File: src/hdl/avm_map_pkg.sv
package avm_map_pkg;

    localparam logic [4:0] RX_ADDR     = 5'd0;
    localparam logic [4:0] TX_ADDR     = 5'd4;
    localparam logic [4:0] STATUS_ADDR = 5'd8;

    localparam int TX_OK_BIT    = 6;
    localparam int RX_OK_BIT    = 7;
    localparam int RESULT_BYTES = 4;

    typedef enum logic [2:0] {
        WR_POLL_RX,
        WR_READ,
        WR_CALC,
        WR_POLL_TX,
        WR_WRITE
    } wrap_state_e;

endpackage

File: src/hdl/sw_score_pkg.sv
package sw_score_pkg;

    localparam int SCORE_W = 10;

    typedef logic signed [SCORE_W-1:0] score_t;

    // saturation limits of the score range
    localparam score_t SCORE_MAX = score_t'(2 ** (SCORE_W - 1) - 1);
    localparam score_t SCORE_MIN = score_t'(-(2 ** (SCORE_W - 1)));

    localparam score_t MATCH_SCORE    = 1;
    localparam score_t MISMATCH_SCORE = -4;
    localparam score_t GAP_OPEN       = -6;
    localparam score_t GAP_EXTEND     = -1;

    typedef enum logic [1:0] {
        CORE_IDLE,
        CORE_FILL,
        CORE_DONE
    } core_state_e;

endpackage
File: src/hdl/sw_wrapper.sv
`timescale 1ns/100ps

module sw_wrapper
    import sw_score_pkg::*;
    import avm_map_pkg::*;
#(
    parameter int REF_LEN  = 16,
    parameter int READ_LEN = 16
) (
    input  logic        avm_clk,
    input  logic        avm_rst,
    output logic [4:0]  o_avm_address,
    output logic        o_avm_read,
    output logic        o_avm_write,
    input  logic [31:0] i_avm_readdata,
    output logic [31:0] o_avm_writedata,
    input  logic        i_avm_waitrequest
);

    localparam int REF_BYTES = REF_LEN / 4;
    localparam int IN_BYTES  = REF_BYTES + READ_LEN / 4;
    localparam int CNT_MAX   = (IN_BYTES > RESULT_BYTES) ? IN_BYTES : RESULT_BYTES;
    localparam int CNT_W     = $clog2(CNT_MAX);
    localparam int COL_W     = $clog2(REF_LEN);
    localparam int ROW_W     = $clog2(READ_LEN);

    wrap_state_e state_r;

    logic [CNT_W-1:0]          byte_cnt_r;
    logic [4:0]                address_r;
    logic                      read_r, write_r;
    logic                      core_valid_r;
    logic [2*REF_LEN-1:0]      seq_ref_r;
    logic [2*READ_LEN-1:0]     seq_read_r;
    logic [8*RESULT_BYTES-1:0] result_r;
    logic [7:0]                rx_byte;
    logic                      access_done;

    logic             core_ready, core_done, core_take;
    score_t           core_score;
    logic [ROW_W-1:0] core_row;
    logic [COL_W-1:0] core_col;

    assign o_avm_address   = address_r;
    assign o_avm_read      = read_r;
    assign o_avm_write     = write_r;
    assign o_avm_writedata = {24'd0, result_r[8*RESULT_BYTES-1 -: 8]};

    assign access_done = !i_avm_waitrequest;
    assign rx_byte     = i_avm_readdata[7:0];
    assign core_take   = (state_r == WR_CALC);

    sw_core #(
        .REF_LEN  (REF_LEN),
        .READ_LEN (READ_LEN)
    ) u_core (
        .i_clk      (avm_clk),
        .i_rst      (avm_rst),
        .i_valid    (core_valid_r),
        .o_ready    (core_ready),
        .i_seq_ref  (seq_ref_r),
        .i_seq_read (seq_read_r),
        .o_valid    (core_done),
        .i_ready    (core_take),
        .o_score    (core_score),
        .o_row      (core_row),
        .o_column   (core_col)
    );

    always_ff @(posedge avm_clk or posedge avm_rst) begin
        if (avm_rst) begin
            state_r      <= WR_POLL_RX;
            byte_cnt_r   <= '0;
            address_r    <= STATUS_ADDR;
            read_r       <= 1'b1;
            write_r      <= 1'b0;
            core_valid_r <= 1'b0;
        end else begin
            case (state_r)
                WR_POLL_RX: begin
                    if (access_done && i_avm_readdata[RX_OK_BIT]) begin
                        address_r <= RX_ADDR;
                        state_r   <= WR_READ;
                    end
                end
                WR_READ: begin
                    if (access_done) begin
                        if (byte_cnt_r == CNT_W'(IN_BYTES - 1)) begin
                            byte_cnt_r   <= '0;
                            read_r       <= 1'b0;
                            core_valid_r <= 1'b1;
                            state_r      <= WR_CALC;
                        end else begin
                            byte_cnt_r <= byte_cnt_r + 1'b1;
                            address_r  <= STATUS_ADDR;
                            state_r    <= WR_POLL_RX;
                        end
                    end
                end
                WR_CALC: begin
                    if (core_valid_r && core_ready)
                        core_valid_r <= 1'b0;
                    if (core_done) begin
                        read_r    <= 1'b1;
                        address_r <= STATUS_ADDR;
                        state_r   <= WR_POLL_TX;
                    end
                end
                WR_POLL_TX: begin
                    if (access_done && i_avm_readdata[TX_OK_BIT]) begin
                        read_r    <= 1'b0;
                        write_r   <= 1'b1;
                        address_r <= TX_ADDR;
                        state_r   <= WR_WRITE;
                    end
                end
                WR_WRITE: begin
                    if (access_done) begin
                        write_r   <= 1'b0;
                        read_r    <= 1'b1;
                        address_r <= STATUS_ADDR;
                        if (byte_cnt_r == CNT_W'(RESULT_BYTES - 1)) begin
                            byte_cnt_r <= '0;
                            state_r    <= WR_POLL_RX;
                        end else begin
                            byte_cnt_r <= byte_cnt_r + 1'b1;
                            state_r    <= WR_POLL_TX;
                        end
                    end
                end
                default: state_r <= WR_POLL_RX;
            endcase
        end
    end

    always_ff @(posedge avm_clk) begin
        // reference bytes arrive first, then the read
        if (state_r == WR_READ && access_done) begin
            if (byte_cnt_r < CNT_W'(REF_BYTES))
                seq_ref_r <= (2*REF_LEN)'({seq_ref_r, rx_byte});
            else
                seq_read_r <= (2*READ_LEN)'({seq_read_r, rx_byte});
        end
        // score high, score low, row, column
        if (state_r == WR_CALC && core_done)
            result_r <= {{(16 - SCORE_W){core_score[SCORE_W-1]}}, core_score,
                         8'(core_row), 8'(core_col)};
        else if (state_r == WR_WRITE && access_done)
            result_r <= result_r << 8;
    end

endmodule

File: src/hdl/sw_core.sv
`timescale 1ns/100ps

module sw_core
    import sw_score_pkg::*;
#(
    parameter int REF_LEN  = 16,
    parameter int READ_LEN = 16
) (
    input  logic                        i_clk,
    input  logic                        i_rst,
    input  logic                        i_valid,
    output logic                        o_ready,
    input  logic [2*REF_LEN-1:0]        i_seq_ref,
    input  logic [2*READ_LEN-1:0]       i_seq_read,
    output logic                        o_valid,
    input  logic                        i_ready,
    output score_t                      o_score,
    output logic [$clog2(READ_LEN)-1:0] o_row,
    output logic [$clog2(REF_LEN)-1:0]  o_column
);

    localparam int COL_W = $clog2(REF_LEN);
    localparam int ROW_W = $clog2(READ_LEN);

    core_state_e state_r;

    logic [2*REF_LEN-1:0]  seq_ref_r;
    logic [2*READ_LEN-1:0] seq_read_r;
    logic [COL_W-1:0]      col_r, ref_idx, best_col_r;
    logic [ROW_W-1:0]      row_r, read_idx, best_row_r;

    // previous row of H and F, indexed by column
    score_t h_row [REF_LEN];
    score_t f_row [REF_LEN];

    score_t h_left_r, e_left_r, diag_r, best_r;
    score_t h_diag, h_up, h_left, e_left, f_up;
    score_t cell_h, cell_e, cell_f;

    logic [1:0] base_ref, base_read;
    logic       accept, fill;
    logic       first_row, first_col, last_row, last_col;

    assign o_ready = (state_r == CORE_IDLE);
    assign o_valid = (state_r == CORE_DONE);
    assign accept  = o_ready && i_valid;
    assign fill    = (state_r == CORE_FILL);

    assign first_row = (row_r == '0);
    assign first_col = (col_r == '0);
    assign last_row  = (row_r == ROW_W'(READ_LEN - 1));
    assign last_col  = (col_r == COL_W'(REF_LEN - 1));

    // first base sits in the top bit pair
    assign ref_idx   = COL_W'(REF_LEN - 1) - col_r;
    assign read_idx  = ROW_W'(READ_LEN - 1) - row_r;
    assign base_ref  = seq_ref_r[{ref_idx, 1'b0} +: 2];
    assign base_read = seq_read_r[{read_idx, 1'b0} +: 2];

    // H is zero on the matrix border and gap scores start at the floor
    assign h_up   = first_row ? '0 : h_row[col_r];
    assign f_up   = first_row ? SCORE_MIN : f_row[col_r];
    assign h_left = first_col ? '0 : h_left_r;
    assign e_left = first_col ? SCORE_MIN : e_left_r;
    assign h_diag = (first_row || first_col) ? '0 : diag_r;

    sw_cell u_cell (
        .i_base_ref  (base_ref),
        .i_base_read (base_read),
        .i_h_diag    (h_diag),
        .i_h_up      (h_up),
        .i_h_left    (h_left),
        .i_e_left    (e_left),
        .i_f_up      (f_up),
        .o_h         (cell_h),
        .o_e         (cell_e),
        .o_f         (cell_f)
    );

    always_ff @(posedge i_clk or posedge i_rst) begin
        if (i_rst) begin
            state_r <= CORE_IDLE;
            row_r   <= '0;
            col_r   <= '0;
        end else begin
            case (state_r)
                CORE_IDLE: begin
                    if (accept) begin
                        state_r <= CORE_FILL;
                        row_r   <= '0;
                        col_r   <= '0;
                    end
                end
                CORE_FILL: begin
                    if (last_col) begin
                        col_r <= '0;
                        row_r <= row_r + 1'b1;
                        if (last_row)
                            state_r <= CORE_DONE;
                    end else begin
                        col_r <= col_r + 1'b1;
                    end
                end
                CORE_DONE: begin
                    if (i_ready)
                        state_r <= CORE_IDLE;
                end
                default: state_r <= CORE_IDLE;
            endcase
        end
    end

    always_ff @(posedge i_clk) begin
        if (accept) begin
            seq_ref_r  <= i_seq_ref;
            seq_read_r <= i_seq_read;
            best_r     <= '0;
            best_row_r <= '0;
            best_col_r <= '0;
        end
        if (fill) begin
            h_row[col_r] <= cell_h;
            f_row[col_r] <= cell_f;
            diag_r       <= h_up;
            h_left_r     <= cell_h;
            e_left_r     <= cell_e;
            // strict compare keeps the first maximum in scan order
            if (cell_h > best_r) begin
                best_r     <= cell_h;
                best_row_r <= row_r;
                best_col_r <= col_r;
            end
        end
    end

    assign o_score  = best_r;
    assign o_row    = best_row_r;
    assign o_column = best_col_r;

endmodule

File: src/hdl/sw_cell.sv
`timescale 1ns/100ps

module sw_cell
    import sw_score_pkg::*;
(
    input  logic [1:0] i_base_ref,
    input  logic [1:0] i_base_read,
    input  score_t     i_h_diag,
    input  score_t     i_h_up,
    input  score_t     i_h_left,
    input  score_t     i_e_left,
    input  score_t     i_f_up,
    output score_t     o_h,
    output score_t     o_e,
    output score_t     o_f
);

    // two guard bits so the sums cannot wrap before clamping
    typedef logic signed [SCORE_W+1:0] wide_t;

    wide_t  e_open, e_ext, f_open, f_ext, diag_sum;
    score_t sub_score, e_sat, f_sat, diag_sat, h_best;

    function automatic score_t saturate(input wide_t v);
        if (v > SCORE_MAX)
            return SCORE_MAX;
        else if (v < SCORE_MIN)
            return SCORE_MIN;
        else
            return score_t'(v);
    endfunction

    assign sub_score = (i_base_ref == i_base_read) ? MATCH_SCORE : MISMATCH_SCORE;

    always_comb begin
        e_open   = wide_t'(i_h_left) + wide_t'(GAP_OPEN);
        e_ext    = wide_t'(i_e_left) + wide_t'(GAP_EXTEND);
        f_open   = wide_t'(i_h_up) + wide_t'(GAP_OPEN);
        f_ext    = wide_t'(i_f_up) + wide_t'(GAP_EXTEND);
        diag_sum = wide_t'(i_h_diag) + wide_t'(sub_score);

        e_sat    = saturate((e_open > e_ext) ? e_open : e_ext);
        f_sat    = saturate((f_open > f_ext) ? f_open : f_ext);
        diag_sat = saturate(diag_sum);

        // local alignment floor at zero
        h_best = '0;
        if (diag_sat > h_best)
            h_best = diag_sat;
        if (e_sat > h_best)
            h_best = e_sat;
        if (f_sat > h_best)
            h_best = f_sat;
    end

    assign o_h = h_best;
    assign o_e = e_sat;
    assign o_f = f_sat;

endmodule

File: config.mk
export PLATFORM = sky130hd
export DESIGN_NAME = sw_wrapper
export DESIGN_NICKNAME = d
export VERILOG_FILES = /design/src/hdl/avm_map_pkg.sv /design/src/hdl/sw_score_pkg.sv /design/src/hdl/sw_wrapper.sv /design/src/hdl/sw_core.sv /design/src/hdl/sw_cell.sv
export SDC_FILE = /design/constraint.sdc
export NUM_CORES = 1
export LEC_CHECK = 0
export ABC_CLOCK_PERIOD_IN_PS = 28500
export CORE_MARGIN = 3
export CORE_UTILIZATION = 50
export CTS_CLUSTER_DIAMETER = 80
export DETAILED_ROUTE_END_ITERATION = 10
export DONT_BUFFER_PORTS = 1
export HOLD_SLACK_MARGIN = 0.02
export PLACE_DENSITY = 0.73
export SYNTH_ARGS = -nofsm -noshare
export SYNTH_HDL_FRONTEND = slang
export SYNTH_SLANG_ARGS = --single-unit
export TNS_END_PERCENT = 50
File: constraint.sdc
create_clock -name avm_clk -period 28.5 [get_ports avm_clk]
set_input_delay 4.275 -clock avm_clk [delete_from_list [all_inputs] [get_ports avm_clk]]
set_output_delay 4.275 -clock avm_clk [all_outputs]
set_load 0.02 [all_outputs]
==> qor.csv, run 1 <==
stage,metric,value,unit
logic_synthesis,register area share after synthesis,66.1,%
detailed_routing,vias per cell,6.03,
setup_path,Worst Path Max Fanout,51,
timing,setup TNS,0,ps
floorplanning,top-level I/O count,74,
detailed_routing,Routed Antenna Nets,0,
timing,clock skew,28.8,ps
logic_synthesis,ys async rst share,3.88,%
grt,vias in the first global route,13370,
cells_and_area,area grow syn2layout,9.96,%
floorplanning,Core Region,47100,um2
floorplanning,Die Area,51000,um2
place,I/O Buffers,0,
timing,Max Freq,81.9,MHz
detailed_routing,DRC,0,
logic_synthesis,Yosys cell types,79,
setup_path,WP data required,29010,ps
grt,largest net degree at the start of global routing,76,
clock_tree,cts bufs inserted,54,
cells_and_area,Util after Layout,56.3,%
clock_tree,clk sinks,541,
logic_synthesis,Yosys warning count,0,
cells_and_area,post-route design area,26600,um2
timing,"Hold Violations, Final",0,
logic_synthesis,ys flop type,edfxtp_1,
logic_synthesis,#FFs+latches synth,541,
floorplanning,die height,226,um
worst_hold_path,min-delay worst type,reg -> reg,
logic_synthesis,syn avg cell area,15.7,um2
timing,RSZ-0062 raised after global routing,no,
run,Max Cap Viol,0,
clock_tree,root buf cell,clkbuf_16,
logic_synthesis,Post-Synthesis Cells,1542,
floorplanning,die width,226,um
floorplanning,Core Rows,79,
cells_and_area,multi-input logic area,7630,um2
cells_and_area,final net count,1661,
logic_synthesis,Synth area leaders,"edfxtp_1 62%, mux4_2 11%, ha_1 3.8%",
clock_tree,Clock Latency Late Sink,620,ps
grt,first-pass GRT wire length,78700,um
setup_path,CP top delay family,compound AO/OA/AOI/OAI gates,
detailed_routing,Via Count,13280,
place,dpl hpwl,31500,um
logic_synthesis,post-synthesis cell area,24200,um2
timing,Slew HR,12.7,%
timing,final setup vio count,0,
grt,total track usage,20.5,%
setup_path,Worst path max stage delay,1040,ps
setup_path,CP max stage cell,o21ai_1,
setup_path,Worst R2R Setup Slack,16290,ps
detailed_routing,iteration-0 DRC count of the detailed router,1356,
setup_path,crit end category,flop,
grt,GR Overflow Total,0,
timing,fin crit share,42.9,%
detailed_routing,detailed-route wire length per cell,23.3,um
logic_synthesis,cell accounting for the most synthesized area,edfxtp_1,
timing,worst slew pin tran,1300,ps
outcome,status,completed,
detailed_routing,Routed Wire Length,51300,um
clock_tree,PostCTS Resize Cnt,0,
timing,Period minus WS final,12220,ps
cells_and_area,layout cells sized above 1,17.9,%
logic_synthesis,Synth top area share,62.4,%
place,gpl congestion,0.907,
cells_and_area,Reg area,16000,um2
logic_synthesis,most numerous cell in the Yosys netlist,edfxtp_1,
setup_path,worst path bufs/invs,3,
clock_tree,hold bufs inserted after CTS,0,
place,placed cell areas,24800,um2
cells_and_area,ant diodes,0,
detailed_routing,TritonRoute pass-1 iters,5,
clock_tree,Worst-path clk slew,60,ps
grt,initial antenna violation count,0,
setup_path,Setup crit start kind,flop,
cells_and_area,final non-filler cell total,2204,
logic_synthesis,most frequent cells after synthesis,"502 x edfxtp_1, 116 x nand2_1, 114 x mux4_2",
clock_tree,Clock Tree Buf Depth,3,
setup_path,Setup CP Type,reg -> reg,
clock_tree,CTS HTree Levels,2,
logic_synthesis,"EDFF count, synth",502,
clock_tree,CTS tree,done,
floorplanning,Initial Util,51.2,%
timing,Slew Limit Fails,0,
cells_and_area,fill cell count,3494,
clock_tree,postcts setup bufs,0,
setup_path,most frequent CP cell,ha_1,
setup_path,crit path DAT,12730,ps
place,DP Cell Count,2104,
## through the flow
| step | setup WS, ps | hold WS [ps] |
|---|---|---|
| after global routing | 15240 | 416 |
| after floorplan | 16820 | 400 |
| after detailed placement | 16340 | 406 |
| after global placement | 16520 | 401 |
| final | 16290 | 404 |
| after CTS | 16250 | 410 |
## worst register-to-register path, delay by kind of cell (launching register included)
| kind | cells | cell delay [ps] |
|---|---|---|
| AOI/OAI and AO/OA | 22 | 6040 |
| and+or+nand+nor | 9 | 2380 |
| adders and majority gates | 6 | 1970 |
| DFF | 1 | 1030 |
| buffers and inverters | 3 | 670 |
## path summary, 6_finish.rpt
| path | startpoint | to | cells past startpoint |
|---|---|---|---|
| max reg2reg | u_core.col_r[0] | u_core.o_score[3] | 40 |
| min in group asynchronous | avm_rst | byte_cnt_r[2] | 1 |
| min | seq_ref_r[26] | u_core.seq_ref_r[26] | 0 |
| max in group asynchronous | avm_rst | u_core.col_r[0] | 1 |
| max | u_core.col_r[0] | u_core.o_score[3] | 40 |
| min reg2reg | seq_ref_r[26] | u_core.seq_ref_r[26] | 0 |
## state kept, by name, summed over array words and instances (netlist names), 3 cells and up
register	count
u_core.f_row	160
state_r	3
u_core.seq_read_r	32
u_core.row_r	4
u_core.seq_ref_r	32
seq_read_r	32
u_core.e_left_r	10
u_core.h_left_r	10
u_core.diag_r	10
result_r	24
u_core.h_row	160
u_core.col_r	4
byte_cnt_r	3
u_core.o_score	10
u_core.o_column	4
u_core.o_row	4
seq_ref_r	32
## final cells by class
cell class	count	share of cell area [%]
clock buffers	62	5.20
clock inverters	38	1.45
inverters	54	0.763
multi-input cells	871	28.7
flip-flops and latches	541	60.1
well taps	607	2.86
repair buffers	31	0.876
## metal layers
layer  part of all wire, %  vias to the layer above  track usage, %
li1                      -                     5992               -
met1                    41                     6774            27.7
met2                    50                      439            34.7
met3                   6.1                       75            3.50
met4                   2.2                        0            5.88
met5                     0                        -               0
## cell families after synthesis
family | count (synthesis) | share of synthesized area [%]
other | 2 | 0.0311
buffers and inverters | 156 | 3.22
adders and majority gates | 86 | 4.33
and+or+nand+nor | 363 | 7.26
muxes | 140 | 11.8
xor gates and xnor gates | 29 | 1.05
DFF | 541 | 66.1
AOI/OAI and AO/OA | 225 | 6.25
## cell usage in the layout (no fill, tap or decap), types with 18 or more instances in the layout
master     netlist  final
nor2_1          83     70
a21oi_1         28     28
nand3_1         23     23
dfxtp_1         18     18
nor3_1          24     21
a21o_1          21     21
nand2_1        116    116
o21a_1          19     19
inv_1           53     52
edfxtp_1       502    502
mux4_2         114    114
ha_1            73     73
buf_4           44     31
conb_1           2     28
o21ai_0         57     53
and2_1          25     24
clkbuf_16        0     54
Power of run 1 is left out: the tool's default activity adds up to more than one toggle a clock period on the data nets, which glitch-free logic cannot reach.
==> run 2: changes to the inputs <==
--- a/config.mk
+++ b/config.mk
@@ -5,14 +5,14 @@
 export SDC_FILE = /design/constraint.sdc
 export NUM_CORES = 1
 export LEC_CHECK = 0
-export ABC_CLOCK_PERIOD_IN_PS = 28500
+export ABC_CLOCK_PERIOD_IN_PS = 11000
 export CORE_MARGIN = 3
 export CORE_UTILIZATION = 50
 export CTS_CLUSTER_DIAMETER = 80
 export DETAILED_ROUTE_END_ITERATION = 10
 export DONT_BUFFER_PORTS = 1
 export HOLD_SLACK_MARGIN = 0.02
-export PLACE_DENSITY = 0.73
+export PLACE_DENSITY = 0.76
 export SYNTH_ARGS = -nofsm -noshare
 export SYNTH_HDL_FRONTEND = slang
 export SYNTH_SLANG_ARGS = --single-unit
==> constraint.sdc (replaced) <==
create_clock -name avm_clk -period 11 [get_ports avm_clk]
set_input_delay 1.65 -clock avm_clk [delete_from_list [all_inputs] [get_ports avm_clk]]
set_output_delay 1.65 -clock avm_clk [all_outputs]
set_load 0.02 [all_outputs]
==> run 2 against run 1 <==
  * Non-clock buffer count grew 30
  * Clock skew increased by 4.3 ps
  * Via count up 1.7%
  * Final cell count up 1.2%
  * Fmax rose by 18%
  * Routed wire length increased by 3.0%
  * Register-to-register slack got worse by 16000 ps
  * Core utilization increased by 0.76 points
  * Largest cell class unchanged
  * Critical endpoint is now u_core.o_score[8]
==> qor.csv, run 2 (synthesis results as in run 1) <==
stage,metric,value,unit
cells_and_area,ant diodes,0,
cells_and_area,biggest regs,"u_core.f_row (160), u_core.h_row (160)",
setup_path,Worst Path Max Fanout,15,
grt,GR Overflow Total,0,
grt,total track usage,20.8,%
outcome,status,completed,
timing,fin crit share,94.5,%
setup_path,WP data required,11490,ps
timing,setup TNS,0,ps
floorplanning,die height,226,um
timing,RSZ-0062 raised after global routing,no,
detailed_routing,Routed Wire Length,52800,um
detailed_routing,Routed Antenna Nets,0,
cells_and_area,"commonest non-fill, non-tap cell in the layout",edfxtp_1,
setup_path,Setup crit start kind,flop,
floorplanning,Core Rows,79,
cells_and_area,final net count,1689,
clock_tree,root buf cell,clkbuf_16,
cells_and_area,fill cell count,3484,
timing,Slew Limit Fails,0,
setup_path,most frequent CP cell,o21a_1,
worst_hold_path,min-delay worst type,reg -> reg,
grt,initial antenna violation count,0,
setup_path,crit end category,flop,
setup_path,Worst path max stage delay,530,ps
setup_path,Setup CP Type,reg -> reg,
clock_tree,hold bufs inserted after CTS,0,
cells_and_area,"leading cell types in the layout, fill and taps excluded","502 x edfxtp_1, 116 x nand2_1, 114 x mux4_2",
clock_tree,Clock Latency Late Sink,610,ps
floorplanning,Die Area,51000,um2
clock_tree,Clock Tree Buf Depth,3,
detailed_routing,Via Count,13501,
timing,clock skew,33.1,ps
timing,"Hold Violations, Final",0,
detailed_routing,DRC,0,
cells_and_area,multi-input logic area,7740,um2
run,Max Cap Viol,0,
floorplanning,Initial Util,51.2,%
timing,Period minus WS final,10390,ps
clock_tree,CTS tree,done,
cells_and_area,layout cells sized above 1,20.1,%
detailed_routing,vias per cell,6.05,
clock_tree,clk sinks,541,
grt,largest net degree at the start of global routing,95,
place,DP Cell Count,2127,
cells_and_area,final non-filler cell total,2231,
timing,worst slew pin tran,1260,ps
setup_path,crit path DAT,10880,ps
setup_path,Worst R2R Setup Slack,610,ps
floorplanning,die width,226,um
place,I/O Buffers,0,
timing,final setup vio count,0,
timing,Slew HR,15.6,%
timing,Max Freq,96.2,MHz
detailed_routing,detailed-route wire length per cell,23.7,um
clock_tree,CTS HTree Levels,2,
worst_hold_path,Hold Path Stages,0,
place,gpl congestion,0.913,
setup_path,reg2reg path depth,47,
place,dpl hpwl,32000,um
cells_and_area,area grow syn2layout,11.4,%
floorplanning,top-level I/O count,74,
setup_path,CP max stage cell,dfrtp_4,
detailed_routing,TritonRoute pass-1 iters,7,
cells_and_area,Reg area,16000,um2
clock_tree,Worst-path clk slew,70,ps
floorplanning,Core Region,47100,um2
clock_tree,cts bufs inserted,52,
grt,first-pass GRT wire length,80500,um
detailed_routing,iteration-0 DRC count of the detailed router,1387,
grt,vias in the first global route,13751,
[run 2: cell types whose count changed in the layout (fill, tap and decap cells not counted), sizes merged]
cell / change
clkbuf: -2
buf: +29
clkinvlp: -1
bufinv: +1
[run 2: timing repair]
item	CTS	global route
gates cloned	0	1
gates resized for setup	2	5
buffers inserted	0	6
setup endpoints to repair	1	18
pin swaps	0	3
[run 2: worst paths after layout]
check,endpoint,from
setup / recovery,u_core.o_score[8],u_core.col_r[1]
hold / removal,u_core.seq_ref_r[29],seq_ref_r[29]
setup reg to reg,u_core.o_score[8],u_core.col_r[1]
hold reg to reg,u_core.seq_ref_r[29],seq_ref_r[29]
max in group asynchronous,u_core.col_r[0],avm_rst
min in group asynchronous,state_r[2],avm_rst
[run 2: worst max-delay path: cells and delay by family, from the launching register on]
| kind | cells | cell delay [ps] |
|---|---|---|
| flops | 1 | 530 |
| buf+inv | 4 | 660 |
| fa+ha+maj | 7 | 2100 |
| compound gates | 23 | 4120 |
| simple gates | 12 | 2610 |
| mux | 1 | 250 |
[run 2: area by class of cell]
class	count	share of cell area [%]
Clock inverter	38	1.48
Tap cell	607	2.82
Multi-Input combinational cell	871	28.7
Inverter	54	0.753
Clock buffer	59	4.93
Sequential cell	541	59.3
Timing Repair Buffer	61	1.93
[run 2: metal layers]
layer	global-route usage (%)	vias up	part of all wire, %
met3	2.83	103	4.9
li1	-	6043	-
met2	35.2	456	51
met1	28.2	6899	42
met4	6.97	0	2.6
met5	0	-	0
[run 2: through the flow]
stage / area, um2 / hold WS (ps) / setup slack [ps] / utilization (%)
global route: 26900 / 420 / 6.71 / 57.1
global placement: 25100 / 403 / 151 / 53.2
detailed placement: 25100 / 405 / 13.0 / 53.2
CTS: 26800 / 420 / 219 / 56.9
floorplan: 24400 / 400 / 21.4 / -
finish: 26900 / 418 / 608 / 57.1
Power of run 2 is left out for the same reason.
==> run 3: changes to the inputs <==
--- a/config.mk
+++ b/config.mk
@@ -12,6 +12,7 @@
 export DETAILED_ROUTE_END_ITERATION = 10
 export DONT_BUFFER_PORTS = 1
 export HOLD_SLACK_MARGIN = 0.02
+export MAX_ROUTING_LAYER = met4
 export PLACE_DENSITY = 0.76
 export SYNTH_ARGS = -nofsm -noshare
 export SYNTH_HDL_FRONTEND = slang
==> constraint.sdc (replaced) <==
create_clock -name avm_clk -period 11 [get_ports avm_clk]
set_input_delay 1.65 -clock avm_clk [delete_from_list [all_inputs] [get_ports avm_clk]]
set_output_delay 1.65 -clock avm_clk [all_outputs]
set_load 0.1 [all_outputs]
==> run 3 against run 2 <==
  * Non-clock buffer count rose by 3
  * Flip-flop and latch count did not move
  * Fmax barely moved
  * Core utilization fell by 0.29 points
  * Critical path depth fell by 1
  * Final cell count barely moved
  * Register-to-register slack barely moved
  * Clock skew fell by 16 ps
  * Via count fell by 1.4%
  * Setup slack got worse by 4.1 ps
  * Hold slack barely moved
  * Design area fell by 0.51%
==> qor.csv, run 3 (synthesis results as in run 1) <==
stage,metric,value,unit
setup_path,most frequent CP cell,o21a_1,
timing,Max Freq,96.2,MHz
floorplanning,top-level I/O count,74,
grt,largest net degree at the start of global routing,87,
cells_and_area,Reg area,16000,um2
place,I/O Buffers,0,
cells_and_area,layout cells sized above 1,19.8,%
setup_path,CP top delay family,compound AO/OA/AOI/OAI gates,
detailed_routing,DRC,0,
timing,worst slew pin tran,1160,ps
setup_path,Worst R2R Start,u_core.col_r[1],
detailed_routing,Routed Wire Length,51400,um
floorplanning,Core Region,47100,um2
setup_path,Worst path max stage delay,590,ps
floorplanning,die height,226,um
detailed_routing,iteration-0 DRC count of the detailed router,1299,
setup_path,Setup CP Type,reg -> reg,
setup_path,Setup crit start kind,flop,
clock_tree,CTS tree,done,
timing,Slew HR,22.3,%
detailed_routing,vias per cell,5.96,
clock_tree,CTS HTree Levels,2,
run,Max Cap Viol,0,
worst_hold_path,min-delay worst type,reg -> reg,
grt,global route hottest layer,met2,
place,"worst slack, placed",-1.69,ps
grt,vias in the first global route,13304,
place,dpl hpwl,31900,um
setup_path,Crit. Startpoint,u_core.col_r[1],
timing,final setup vio count,0,
place,gpl congestion,0.923,
clock_tree,Clock Latency Late Sink,590,ps
grt,GR Util met1,28.1,%
worst_hold_path,Hold Path Origin,seq_read_r[30],
cells_and_area,multi-input logic area,7750,um2
cells_and_area,Util after Layout,56.8,%
timing,clock skew,17.5,ps
grt,global-route met3 utilization,3.52,%
detailed_routing,detailed-route wire length per cell,23.0,um
timing,final worst setup slack,604,ps
clock_tree,root buf cell,clkbuf_16,
setup_path,WP data required,11470,ps
clock_tree,clk sinks,541,
timing,"Hold Violations, Final",0,
floorplanning,die width,226,um
cells_and_area,area grow syn2layout,10.9,%
setup_path,crit end category,flop,
cells_and_area,"leading cell types in the layout, fill and taps excluded","502 x edfxtp_1, 116 x nand2_1, 114 x mux4_2",
floorplanning,Initial Util,51.2,%
grt,total track usage,21.0,%
setup_path,Worst Path Max Fanout,12,
detailed_routing,Routed Antenna Nets,0,
clock_tree,Worst-path clk slew,60,ps
clock_tree,Clock Tree Buf Depth,3,
grt,met2 Track Usage GR,33.7,%
detailed_routing,TritonRoute pass-1 iters,6,
setup_path,crit path DAT,10860,ps
clock_tree,cts bufs inserted,53,
floorplanning,Core Rows,79,
detailed_routing,Via Count,13307,
cells_and_area,"commonest non-fill, non-tap cell in the layout",edfxtp_1,
cells_and_area,biggest regs,"u_core.f_row (160), u_core.h_row (160)",
cells_and_area,final net count,1693,
grt,GR Overflow Total,0,
timing,Period minus WS final,10400,ps
grt,initial antenna violation count,1,
place,placed cell areas,25100,um2
setup_path,worst path bufs/invs,4,
cells_and_area,post-route design area,26800,um2
cells_and_area,fill cell count,3475,
timing,fin crit share,94.5,%
grt,first-pass GRT wire length,78700,um
floorplanning,Die Area,51000,um2
outcome,status,completed,
setup_path,CP max stage cell,o41a_2,
timing,Slew Limit Fails,0,
run 3: cell count changes in the layout (fill, tap and decap cells not counted), sizes merged:
cell      previous run  this run
clkbuf              60        67
bufinv               6         1
buf                 60        64
inv                 56        54
diode                0         1
clkinv              28        23
clkinvlp             2         3
run 3: through the flow:
stage          hold WS (ps)  instances  TNS, ps
3_3_place_gp            403       2129        0
2_1_floorplan           400       1568        0
4_1_cts                 421       2224        0
3_5_place_dp            406       2129    -3.34
6_report                418       2232        0
5_1_grt                 424       2232    -44.2
run 3: per-layer routing:
metal	vias to the layer above	part of all wire [%]	routed length (um)
met2	474	49	25400
met1	6683	41	21200
met5	-	0	0
met3	97	6.7	3450
met4	0	2.5	1300
li1	6053	-	-
run 3: final timing paths:
path,endpoint,slack [ps],cells after the start
worst max-delay path,u_core.o_score[8],600,46
worst min-delay path,u_core.seq_read_r[30],420,0
worst max register to register,u_core.o_score[8],600,46
worst min register to register,u_core.seq_read_r[30],420,0
max in group asynchronous,u_core.col_r[1],9260,1
min in group asynchronous,o_avm_address[2],1120,1
run 3: cell type report:
| cell class | instances | area share [%] |
|---|---|---|
| clock buffer | 67 | 5.19 |
| clock inverter | 27 | 0.757 |
| timing repair buffer | 64 | 1.89 |
| multi-input combinational | 871 | 28.9 |
| antenna | 1 | 0.00934 |
| tap | 607 | 2.84 |
| inverter | 54 | 0.757 |
| sequential | 541 | 59.6 |
run 3: timing repair:
action / 4_1_cts / 5_1_grt
setup endpoints to repair: 3 / 18
gates resized for setup: 1 / 8
hold endpoints to repair: 0 / 0
pin swaps: 1 / 2
cloned: 0 / 0
hold buffers: 0 / 0
setup buffers: 1 / 7
Power of run 3 is left out for the same reason.
